File: src/verilog/cpuPkg.sv
package cpuPkg;

	localparam int opcodeWidth = 5;
	localparam int regFieldWidth = 4;

	// instruction opcodes, bits 31 to 27 of the instruction word.
	typedef enum logic [opcodeWidth-1:0] {
		opLd = 5'd0,
		opLdi = 5'd1,
		opSt = 5'd2,
		opAdd = 5'd3,
		opSub = 5'd4,
		opAnd = 5'd5,
		opOr = 5'd6,
		opShl = 5'd7,
		opShr = 5'd8,
		opAddi = 5'd9,
		opNop = 5'd26,
		opHalt = 5'd27
	} opcodeT;

	typedef enum logic [3:0] {
		stepIdle,
		stepT0,
		stepT1,
		stepT2,
		stepT3,
		stepT4,
		stepT5,
		stepT6,
		stepT7,
		stepStopped
	} stepT;

	typedef enum logic [2:0] {
		aluPass,
		aluAdd,
		aluSub,
		aluAnd,
		aluOr,
		aluShl,
		aluShr,
		aluInc4
	} aluOpT;

	typedef enum logic [2:0] {
		srcReg,
		srcPc,
		srcMdr,
		srcZLow,
		srcConst
	} busSrcT;

endpackage

File: src/verilog/alu.sv
`timescale 1ns/10ps

module alu #(
	parameter int dataWidth = 32
) (
	input cpuPkg::aluOpT aluOp,
	input logic [dataWidth-1:0] a,
	input logic [dataWidth-1:0] b,
	output logic [dataWidth-1:0] result
);

	import cpuPkg::*;

	logic [4:0] shiftAmount;

	assign shiftAmount = b[4:0];

	always_comb begin
		case (aluOp)
			aluPass: begin
				result = b;
			end
			aluAdd: begin
				result = a + b;
			end
			aluSub: begin
				result = a - b;
			end
			aluAnd: begin
				result = a & b;
			end
			aluOr: begin
				result = a | b;
			end
			aluShl: begin
				result = a << shiftAmount;
			end
			aluShr: begin
				result = a >> shiftAmount; // logical, zero fill.
			end
			aluInc4: begin
				result = a + dataWidth'(4); // next instruction address.
			end
			default: begin
				result = b;
			end
		endcase
	end

endmodule

File: config.mk
export PLATFORM = sky130hd
export DESIGN_NAME = alu
export DESIGN_NICKNAME = d
export VERILOG_FILES = /design/src/verilog/cpuPkg.sv /design/src/verilog/alu.sv
export SDC_FILE = /design/constraint.sdc
export NUM_CORES = 1
export LEC_CHECK = 0
export BUFFER_PORTS_ARGS = -buffer_cell sky130_fd_sc_hd__buf_2
export CAP_MARGIN = 20
export CORE_MARGIN = 8
export CORE_UTILIZATION = 39
export DETAILED_ROUTE_END_ITERATION = 16
export GPL_TIMING_DRIVEN = 0
export MAX_ROUTING_LAYER = met4
export PLACE_DENSITY = 0.64
export SYNTH_ARGS = -nofsm -noshare
export SYNTH_HDL_FRONTEND = slang
export SYNTH_SLANG_ARGS = --single-unit
File: constraint.sdc
create_clock -name vclk -period 5.1
set_input_delay 0.255 -clock vclk [all_inputs]
set_output_delay 0.255 -clock vclk [all_outputs]
set_load 0.02 [all_outputs]
==> results of run 1 <==
[worst max-delay path, stage by stage]
cell and delay [ns]:
sky130_fd_sc_hd__clkbuf_1 0.33, sky130_fd_sc_hd__clkbuf_1 0.55, sky130_fd_sc_hd__clkbuf_1 0.71, sky130_fd_sc_hd__xnor2_1 0.17, sky130_fd_sc_hd__ha_1 0.36, sky130_fd_sc_hd__nand2b_1 0.16, sky130_fd_sc_hd__a21oi_1 0.14, sky130_fd_sc_hd__o41a_1 0.45
sky130_fd_sc_hd__a21oi_1 0.38, sky130_fd_sc_hd__o21ai_0 0.26, sky130_fd_sc_hd__a31oi_1 0.31, sky130_fd_sc_hd__a32oi_1 0.14, sky130_fd_sc_hd__a31oi_1 0.30, sky130_fd_sc_hd__buf_2 0.22
[worst max-delay path by stage]
stage	startpoint	end	slack (ns)	depth (start not counted)
floorplan	b[0]	result[31]	0.20	20
global route	b[2]	result[20]	-0.0008	16
CTS	aluOp[2]	result[24]	0.008	17
detailed placement	b[0]	result[31]	-1.51	22
global placement	b[0]	result[31]	-1.51	22
finish	b[2]	result[20]	0.08	14
[cells by family (layout without fill, tap and decap cells)]
group / count (synthesis) / after routing / share of synthesized area
muxes: 113 / 113 / 0.226
adders and majority gates: 38 / 38 / 0.0637
other: 0 / 1 / 0
xor gates and xnor gates: 74 / 74 / 0.0859
AOI/OAI and AO/OA: 370 / 370 / 0.316
and+or+nand+nor: 387 / 387 / 0.241
buffers and inverters: 134 / 227 / 0.0670
[metal layers]
layer	wire, um	vias up	GRT usage
met3	5400	160	0.0663
met4	2370	0	0.157
li1	-	4426	-
met5	0	-	-
met1	18100	4887	0.483
met2	19400	775	0.559
[cell usage after synthesis (9+ instances only)]
cell,count
sky130_fd_sc_hd__xnor2_1,39
sky130_fd_sc_hd__mux4_2,45
sky130_fd_sc_hd__buf_1,15
sky130_fd_sc_hd__nand3_1,34
sky130_fd_sc_hd__nand4_1,12
sky130_fd_sc_hd__and3_1,14
sky130_fd_sc_hd__a31oi_1,31
sky130_fd_sc_hd__a21oi_1,84
sky130_fd_sc_hd__nand2b_1,12
sky130_fd_sc_hd__a21o_1,14
sky130_fd_sc_hd__nand2_1,78
sky130_fd_sc_hd__nor2_1,155
sky130_fd_sc_hd__mux2_2,11
sky130_fd_sc_hd__and2_1,9
sky130_fd_sc_hd__clkbuf_1,96
sky130_fd_sc_hd__mux2i_1,57
sky130_fd_sc_hd__nor3_1,28
sky130_fd_sc_hd__ha_1,36
sky130_fd_sc_hd__o22ai_1,15
sky130_fd_sc_hd__inv_1,16
sky130_fd_sc_hd__a211oi_1,10
sky130_fd_sc_hd__or3_1,11
sky130_fd_sc_hd__xor2_1,35
sky130_fd_sc_hd__a221oi_1,10
sky130_fd_sc_hd__o211ai_1,14
sky130_fd_sc_hd__o21ai_0,101
[per-stage QoR]
stage                     setup WS [ns]  setup TNS, ns  hold slack (ns)  std cells
final                            0.0764              0            0.929       1475
after global placement            -1.51         -15.25            0.924       1472
after floorplan                   0.199              0            0.689       1116
after detailed placement          -1.51         -15.57            0.928       1474
after global routing          -0.000765      -0.000765            0.961       1475
after CTS                       0.00764              0            0.931       1472
[area by class of cell]
cell class / count / area (um^2)
Inverter: 21 / 96.3
Tap cell: 265 / 332
Multi-Input combinational cell: 982 / 7090
Timing Repair Buffer: 96 / 488
Fill cell: 2122 / 10800
Buffer: 110 / 432
Antenna cell: 1 / 2.50
[repair_timing]
action	4_1_cts	5_1_grt
endpoints found under the setup margin	20	15
gates resized for setup	14	25
pin swaps	1	1
buffers inserted	1	2
==> impl.org, run 1 <==
** Outcome
- The run finished with clean final reports.

** Layout
- Commonest cells after routing, fill and taps aside :: sky130_fd_sc_hd__nor2_1 (153), sky130_fd_sc_hd__o21ai_0 (100), sky130_fd_sc_hd__buf_2 (94)
- Clock buffers :: 0
- At the end of the flow the core is filled with cells to 0.440.
- The library cell used most frequently in the layout, excluding fill and tap cells, is sky130_fd_sc_hd__nor2_1.
- The area growth from synthesis to layout is 11.9%.
- Of the cells placed in the final design, the portion with a size suffix greater than 1 is 0.155.
- The sequential cells in the finished layout cover a total of 0 um^2.
- Design area :: 8440 um^2
- After the last flow step, the layout net total stands at 1315.
- There are 0 flip-flops and latches.

** Logic synthesis
- The biggest area contributor in the post-synthesis netlist is sky130_fd_sc_hd__mux4_2.
- Synthesis produced a netlist with a net count of 1220.
- During synthesis, Yosys emitted a total of 0 warnings.
- A synthesized cell averages 6.76 um^2.
- Of the synthesized area, sequential elements account for 0.
- Number of distinct library cells after synthesis :: 72
- Top post-synthesis cells by area :: sky130_fd_sc_hd__mux4_2 (13%), sky130_fd_sc_hd__nor2_1 (7.7%), sky130_fd_sc_hd__mux2i_1 (7.6%)
- Area share of the largest cell type after synthesis :: 0.134
- Netlist Area Pre-Place :: 7550 um^2
- Gate Count Post-Synth :: 1116

** Drt
- Dividing the detail-routed via count by the number of cells gives 6.95.
- DRT Wirelength :: 45300 um
- Antenna Nets Post-Route :: 0
- After the first detailed-routing iteration, the DRC count stood at between 1500 and 2000.
- Vias :: 10200
- The first detailed-routing pass ran for 8 iterations.
- Average wire per cell in the routed design :: 30.7 um
- After detailed routing, the number of remaining DRC violations is 0.

** Floorplan
- The floorplan has 51 rows.
- Die Y :: 155 um
- I/O pin total :: between 90 and 100
- Horizontal die dimension :: 155 um
- For this configuration, the core starts out at a cell density of 0.393.
- The die covers 24100 um^2.
- After floorplanning, the core was sized to cover 19200 um^2.

** Min path
- Worst min-delay path category :: in -> out
- The startpoint identified for the worst hold timing path is b[14].
- For hold timing, the worst endpoint is result[14].
- Counting instances, the worst hold path has a depth of 3.

** Global routing
- The via count of the first global-routing pass was around 9500.
- Global-route wire length before repair :: 65100 um
- The number of antenna violations at the first check in global routing is 1.
- Largest net degree at the start of global routing :: 21
- Total global routing overflow :: 0
- Across every metal layer, demand over resource in global routing totals 0.372.

** STA
- At the pin with the least slew margin, the transition time is 1.11 ns.
- Setup-violating endpoint count in the final report :: 0
- The final number of max-transition violations is 0.
- Of the available clock period, the critical path in the final layout requires 0.985.
- The worst pin sits at a relative slew slack of 0.261.
- For this run, the top clock speed supported by timing is 199 MHz.
- Clock period minus final worst setup slack :: 5.02 ns
- Fin. Hold Viols :: 0

** Placement
- Input and output buffers added on the ports amount to 91.
- After legalization and detailed placement, the total HPWL measured 36900 um.
- Routability-driven placement finished with a final weighted congestion of 1.03.
- In this run the cell area measured after placement is 8350 um^2.

** Job
- The tool flagged a number of max-cap violations equal to 0.

** Setup path
- STA classifies the critical path endpoint as an output pin.
- Kind of critical path :: in -> out
- Worst EP required :: just under 5 ns
- The worst setup path is launched from an input pin.
- Data arrival time of the critical path :: 4.77 ns
- Of all nets on the critical path, the largest fanout is 10.

** Clock tree
- Hold repair after CTS inserted 0 buffers.
==> run 2, diff against run 1 <==
BUFFER_PORTS_ARGS = -buffer_cell sky130_fd_sc_hd__clkbuf_2   (was -buffer_cell sky130_fd_sc_hd__buf_2)
SKIP_LAST_GASP = 1   (was unset)
==> run 2 against run 1 <==
First-iteration DRC count fell by 12%. Sequential share of layout area did not move. Sequential cell count unchanged. Die area stayed put. Critical path depth up 3. Via count grew 0.22%. Non-clock buffer count is 3 lower. Utilization is the same. Clock-buffer cell count unchanged. Cell area is the same. Critical endpoint is now result[31].
==> impl.org, run 2 (synthesis results as in run 1) <==
** Floorplan
- The core region is 19200 um^2.
- Die area :: 24100 um^2
- Starting density of the core :: 0.393
- Horizontal die dimension :: 155 um
- Std-Cell Rows :: 51
- During I/O placement, the number of pins put on the boundary was 99.
- Die Y :: 155 um

** Placement
- Post-detail-place hpwl :: 36400 um
- Port buffering added 91 buffers.
- The congestion estimate from routability-driven global placement came to 1.06.
- Once placement completed, the tool counted placed cells totaling about 1500.

** STA
- Setup repair after global routing missed its margin :: false
- The worst pin sits at a relative slew slack of 0.262.
- Maximum achievable frequency :: just over 200 MHz
- For the pin with the worst max-slew slack, the measured transition is 1.10 ns.
- Post-route fraction of the period consumed by the critical path :: 0.970
- Fin. Hold Viols :: 0
- Clock period minus final worst setup slack :: 4.95 ns
- Max Slew Vio Count :: 0
- Setup violations remaining at the end of the flow were counted as 0.

** Power and ir drop
- Sw power :: 0.804 mW
- Static leakage :: 3.27 nW
- Max rail drop VDD :: 70.5 uV
- Switching part of the total power :: 0.660
- Total power divided by cell area :: 144 nW/um^2
- Of the total power, the clock network draws 0.
- The share of total power dissipated in sequential elements is 0.
- Of the total power, combinational logic draws 1.000.
- Cell-internal power :: between 0.4 and 0.5 mW

** Drt
- After detailed routing, the number of vias per cell comes to 6.98.
- Wires add up to roughly 45000 um.
- In the routed design, unresolved DRC markers number 0.
- The final route contains 10300 vias.
- The detail route stage leaves a number of antenna-violating nets equal to 0.
- Dividing the detail-routed wire length by the instance count gives 30.3 um.
- Number of DRC markers in iteration 0 :: between 1000 and 1500
- Pre-Repair DR Iteration Count :: 6

** Global routing
- Number of global-route vias before repair :: 9544
- The global routing stage identified its most utilized layer as met2.
- Number of antenna violations at the first check in global routing :: 0
- Entering global routing, the biggest net connects 21 pins.
- Total global routing overflow :: 0
- Global-route track usage on met1 :: 0.471
- M3 GR Usage :: 0.0810
- The first global-routing pass estimated 64300 um of wire.
- Tot GR Track Use :: 0.365
- For met2 alone, demand over resource in global routing was 0.540.

** Layout
- Counting the clock-network buffers in the layout gives 0.
- Fillers :: 2103
- Commonest cells after routing, fill and taps aside :: sky130_fd_sc_hd__nor2_1 (154), sky130_fd_sc_hd__o21ai_0 (100), sky130_fd_sc_hd__clkbuf_2 (98)
- For this run, the share of the core covered by cells in the final layout is 0.440.
- Finished Layout Cells :: 1472
- Nets@finish :: roughly 1300
- There are 0 flip-flops and latches.
- The library cell used most frequently in the layout, excluding fill and tap cells, is sky130_fd_sc_hd__nor2_1.
- Area growth from synthesis to layout :: 11.9%
- In the final layout, flip-flops and latches occupy 0 um^2.
- Of the cells placed in the final design, the portion with a size suffix greater than 1 is 0.156.

** Setup path
- For the worst setup path, the data arrival time is 4.69 ns.
- Kind of critical path :: in -> out
- The cell family contributing the most delay on the critical path is simple AND/OR/NAND/NOR gates.
- Startpoint type of the worst setup path :: input pin
- CP bufs+invs :: 3
- Among all stages on the critical path, the largest delay is contributed by sky130_fd_sc_hd__or4_4.
- Worst-path cell chain :: clkbuf_2 -> or3_4 -> or3_4 -> or4_4 -> o31ai_2 -> xor2_1 -> ha_1 -> clkbuf_1 -> a21oi_2 -> nand2_1 -> a21o_1 -> or4_1 -> a41o_1 -> and3_1 -> or3_1 -> nand3_1 -> clkbuf_2
- For this run, the slowest stage of the critical path takes 0.58 ns.
- Of all nets on the critical path, the largest fanout is 8.
- For the worst setup path, the data required time is between 4 and 5 ns.
- The worst setup path is captured at an output pin.

** Outcome
- The flow ran to the end, and the final reports show no timing, DRC or antenna violations.

** Job
- Number of max-capacitance violations reported :: 0

** Clock tree
- Buffers inserted by post-CTS timing repair :: 0
- After clock tree synthesis, the flow added hold-fix buffers numbering 0.

** Min path
- Worst min-delay path category :: in -> out
==> run 2: cell types whose count changed in the layout (fill, tap and decap cells not counted), sizes merged <==
| cell | change |
|---|---|
| clkbuf | +90 |
| buf | -93 |
==> run 2: repair_timing <==
action,CTS,global route
resized for setup,19,24
pin swaps,0,2
endpoints found under the setup margin,21,15
endpoints found under the hold margin,0,0
==> run 2: stage by stage <==
step           TNS [ns]  cell area, um^2  hold slack, ns  setup WS (ns)  power [mW]
5_1_grt               0             8440           0.980         0.0104        1.27
3_3_place_gp     -17.99             8330           0.945          -1.63        1.16
4_1_cts         -0.0288             8400           0.949        -0.0288        1.16
3_5_place_dp     -17.75             8350           0.948          -1.65        1.16
6_report              0             8440           0.954          0.152        1.22
2_1_floorplan         0             7550           0.689          0.199       0.749
==> run 2: final timing paths <==
kind	startpoint	to	slack, ns	depth (start not counted)
worst min-delay path	b[14]	result[14]	0.95	3
worst max-delay path	b[7]	result[31]	0.15	17
==> run 2: area by class of cell <==
cell class / instances / area, um^2 / area share
antenna: 1 / 2.50 / 0.000296
buffer: 109 / 430 / 0.0510
inverter: 21 / 93.8 / 0.0111
multi-input combinational: 982 / 7110 / 0.842
tap: 265 / 332 / 0.0393
timing repair buffer: 94 / 475 / 0.0563
==> run 2: per-layer routing <==
layer,share of wire,vias to the layer above
li1,-,4416
met1,0.40,4842
met2,0.42,842
met3,0.13,171
met4,0.054,0
met5,0,-
==> run 2: power by group through the flow <==
stage	Clock (mW)	Combinational, mW	Sequential (mW)
2_1_floorplan	0	0.749	0
3_3_place_gp	0	1.16	0
3_5_place_dp	0	1.16	0
4_1_cts	0	1.16	0
5_1_grt	0	1.27	0
6_report	0.00000000793	1.22	0
Power figures use the tool's default switching activity.
==> run 3, diff against run 2 <==
ABC_AREA = 1   (was unset)
PLACE_DENSITY = 0.63   (was 0.64)
==> run 3 against run 2 <==
Synthesized area up 14%. Cell area up 11%. Sequential share of layout area unchanged. Fmax up 1.3%. Cell count up 48%. Via count up 31%. Utilization down 0.60 points. Synthesized cell count up 62%. Critical endpoint is now result[22]. Critical path type unchanged. Die area up 12%. Sequential cell count unchanged.
==> impl.org, run 3 <==
** STA
- In the final timing run, aggregate negative setup slack is 0 ns.
- Of the available clock period, the critical path in the final layout requires 0.957.
- Counting I/O delays and the setup requirement, the final critical path takes 4.88 ns.
- For the pin with the worst max-slew slack, the measured transition is 0.966 ns.
- Worst slack on hold paths :: ~0.85 ns
- The final-report hold violation count is 0.
- Based on the critical path, the design can be clocked at up to about 200 MHz.
- Setup-violating endpoint count in the final report :: 0
- Setup repair after global routing left no endpoint under its margin.
- Relative max-transition margin :: 0.353
- The final number of max-transition violations was 0.

** Logic synthesis
- The netlist uses 51 different library cells.
- Largest area contributor in the netlist :: sky130_fd_sc_hd__nand2_1
- Sequential-to-total area share from yosys stat :: 0
- Top post-synthesis cells by area :: sky130_fd_sc_hd__nand2_1 (27%), sky130_fd_sc_hd__nand3_1 (18%), sky130_fd_sc_hd__nor2_1 (8.3%)
- Area share of the largest cell type after synthesis :: 0.273
- In this run the cell area of the synthesized design comes to 8590 um^2.
- Most common cell in the synthesized netlist :: sky130_fd_sc_hd__nand2_1
- For this run, the number of Yosys warnings is 0.
- Syn_nets :: ~1900
- Top post-synthesis cells by count :: sky130_fd_sc_hd__nand2_1 (624), sky130_fd_sc_hd__nand3_1 (312), sky130_fd_sc_hd__nor2_1 (189)
- The cell count after synthesis came out at 1803.
- Post-synthesis area per instance :: 4.76 um^2

** Setup path
- The worst setup path is launched from an input pin.
- Data arrival time of the critical path :: 4.63 ns
- In this run the worst path has a maximum fanout of 10.
- STA classifies the critical path endpoint as an output pin.
- At the worst endpoint, the required time is a little under 5 ns.
- The number of buffers and inverters on the critical path is 6.
- For this run, the slowest stage of the critical path takes 0.35 ns.
- Kind of critical path :: in -> out
- The critical path goes through buf_4 -> inv_2 -> buf_6 -> buf_2 -> ha_1 -> nand3_2 -> nor3_2 -> nand2_1 -> inv_2 -> nand2_2 -> nor2_2 -> a31oi_1 -> xor2_1 -> ha_1 -> a21oi_1 -> o21ai_0 -> a21oi_1 -> nand3_1 -> nand2_1 -> nand2_1 -> nor2_1 -> nor2_1 -> nor2_1 -> clkbuf_2.
- In this design, the largest share of critical-path delay is due to simple AND/OR/NAND/NOR gates.
- For this design, the slowest cell found on the critical path is sky130_fd_sc_hd__a21oi_1.

** Placement
- The HPWL after detailed placement is around 45000 um.
- Buffers placed on the I/O ports in this run total a little over 90.
- Once placement finished, the instance area stood at ~9400 um^2.
- Number of cells in the design after placement :: 2175
- Final weighted congestion of routability-driven global placement :: between 1 and 1.5

** Power and ir drop
- In this run the static leakage power is 5.07 nW.
- Total power divided by cell area :: 130 nW/um^2
- Max rail drop VDD :: between 70 and 80 uV

** Floorplan
- Die area :: 27000 um^2
- Measured along the x axis, the die boundary spans 164 um.
- Starting density of the core :: 0.396
- In this run the standard cell core region covers 21700 um^2.
- I/O pin total :: 99
- The floorplan has 54 rows.
- Measured along the y axis, the die boundary spans about 160 um.

** Global routing
- The first global-routing pass estimated 77800 um of wire.
- The via count of the first global-routing pass was around 12000.
- Number of antenna violations at the first check in global routing :: 2
- In the global route stage, overall resource usage came out at 0.397.
- Total global routing overflow :: 0
- Largest net degree at the start of global routing :: 13

** Outcome
- The run finished with clean final reports.

** Drt
- For this block, the initial DRC count from the detailed router was 2339.
- DRT Wirelength :: 54300 um
- Final routed DRC violation total :: 0
- Pre-Repair DR Iteration Count :: 7
- Dividing the detail-routed wire length by the instance count gives 24.9 um.
- Summing over every cut layer, the via total after detailed routing is about 13000.
- Dividing the detail-routed via count by the number of cells gives slightly above 6.
- The count of nets left with antenna violations once routing finished came out at 0.

** Clock tree
- Buffers inserted by post-CTS timing repair :: 0
- Quantity of hold-fixing buffers added after cts :: 0
- After clock tree synthesis, the repair step resized 0 gates.

** Layout
- Nets@finish :: 2001
- Fin util :: 0.434
- The sequential cells in the finished layout cover a total of 0 um^2.
- Design area :: 9400 um^2
- Finished Layout Cells :: between 2000 and 2500
- Of the cells placed in the final design, the portion with a size suffix greater than 1 is 0.106.
- The layout has 0 clock buffers.
- Sequential cells placed in the final layout were counted as 0.
- The library cell used most frequently in the layout, excluding fill and tap cells, is sky130_fd_sc_hd__nand2_1.
- Fillers :: roughly 2600
- Commonest cells after routing, fill and taps aside :: sky130_fd_sc_hd__nand2_1 (624), sky130_fd_sc_hd__nand3_1 (312), sky130_fd_sc_hd__nor2_1 (189)
- Compared with the post-synthesis result, the final layout area differs by 9.50%.
- The multi-input combinational cells in the finished layout cover a total of 7420 um^2.

** Job
- The tool flagged a number of max-cap violations equal to 0.

** Min path
- Worst min-delay path category :: in -> out
-- run 3: path summary, 6_finish.rpt --
kind	from	endpoint	cells after the start
setup / recovery	b[1]	result[22]	24
hold / removal	b[27]	result[27]	4
-- run 3: kinds of logic after synthesis --
family,count (synthesis),synth area share
AO/OA/AOI/OAI,217,0.143
XOR/XNOR,32,0.0326
adder cells (fa/ha/maj),37,0.0548
buffers and inverters,272,0.136
multiplexers,1,0.00117
AND/OR/NAND/NOR,1244,0.632
-- run 3: routing by layer --
metal | vias to the layer above | track usage | wire length [um] | share of wire
met4 | 0 | 0.227 | 3780 | 0.070
met2 | 1120 | 0.557 | 21300 | 0.39
met3 | 221 | 0.108 | 8450 | 0.16
met5 | - | - | 0 | 0
met1 | 6019 | 0.504 | 20700 | 0.38
li1 | 6097 | - | - | -
-- run 3: per-stage QoR --
step | power (mW) | setup WS (ns)
6_report | 1.22 | 0.217
5_1_grt | 1.30 | 0.0327
4_1_cts | 1.16 | 0.438
3_5_place_dp | 1.16 | 0.468
3_3_place_gp | 1.16 | 0.488
2_1_floorplan | 0.738 | 1.56
-- run 3: final cells by class --
| class | instances | area share |
|---|---|---|
| antenna | 2 | 0.000532 |
| buffer | 80 | 0.0476 |
| inverter | 192 | 0.0766 |
| multi-input combinational | 1531 | 0.789 |
| tap | 280 | 0.0373 |
| timing repair buffer | 92 | 0.0490 |
-- run 3: power by group --
group          internal [mW]  switching (mW)  leakage, nW     total, mW
sequential                 0               0            0             0
clock           0.0000000715               0    0.0000174  0.0000000716
combinational          0.339           0.885         5.07          1.22
total                  0.339           0.885         5.07          1.22
-- run 3: tightest hold or removal path: stages --
cell and delay, ns:
sky130_fd_sc_hd__clkbuf_2 0.09, sky130_fd_sc_hd__nand2_1 0.06, sky130_fd_sc_hd__nand2_1 0.05, sky130_fd_sc_hd__clkbuf_2 0.15
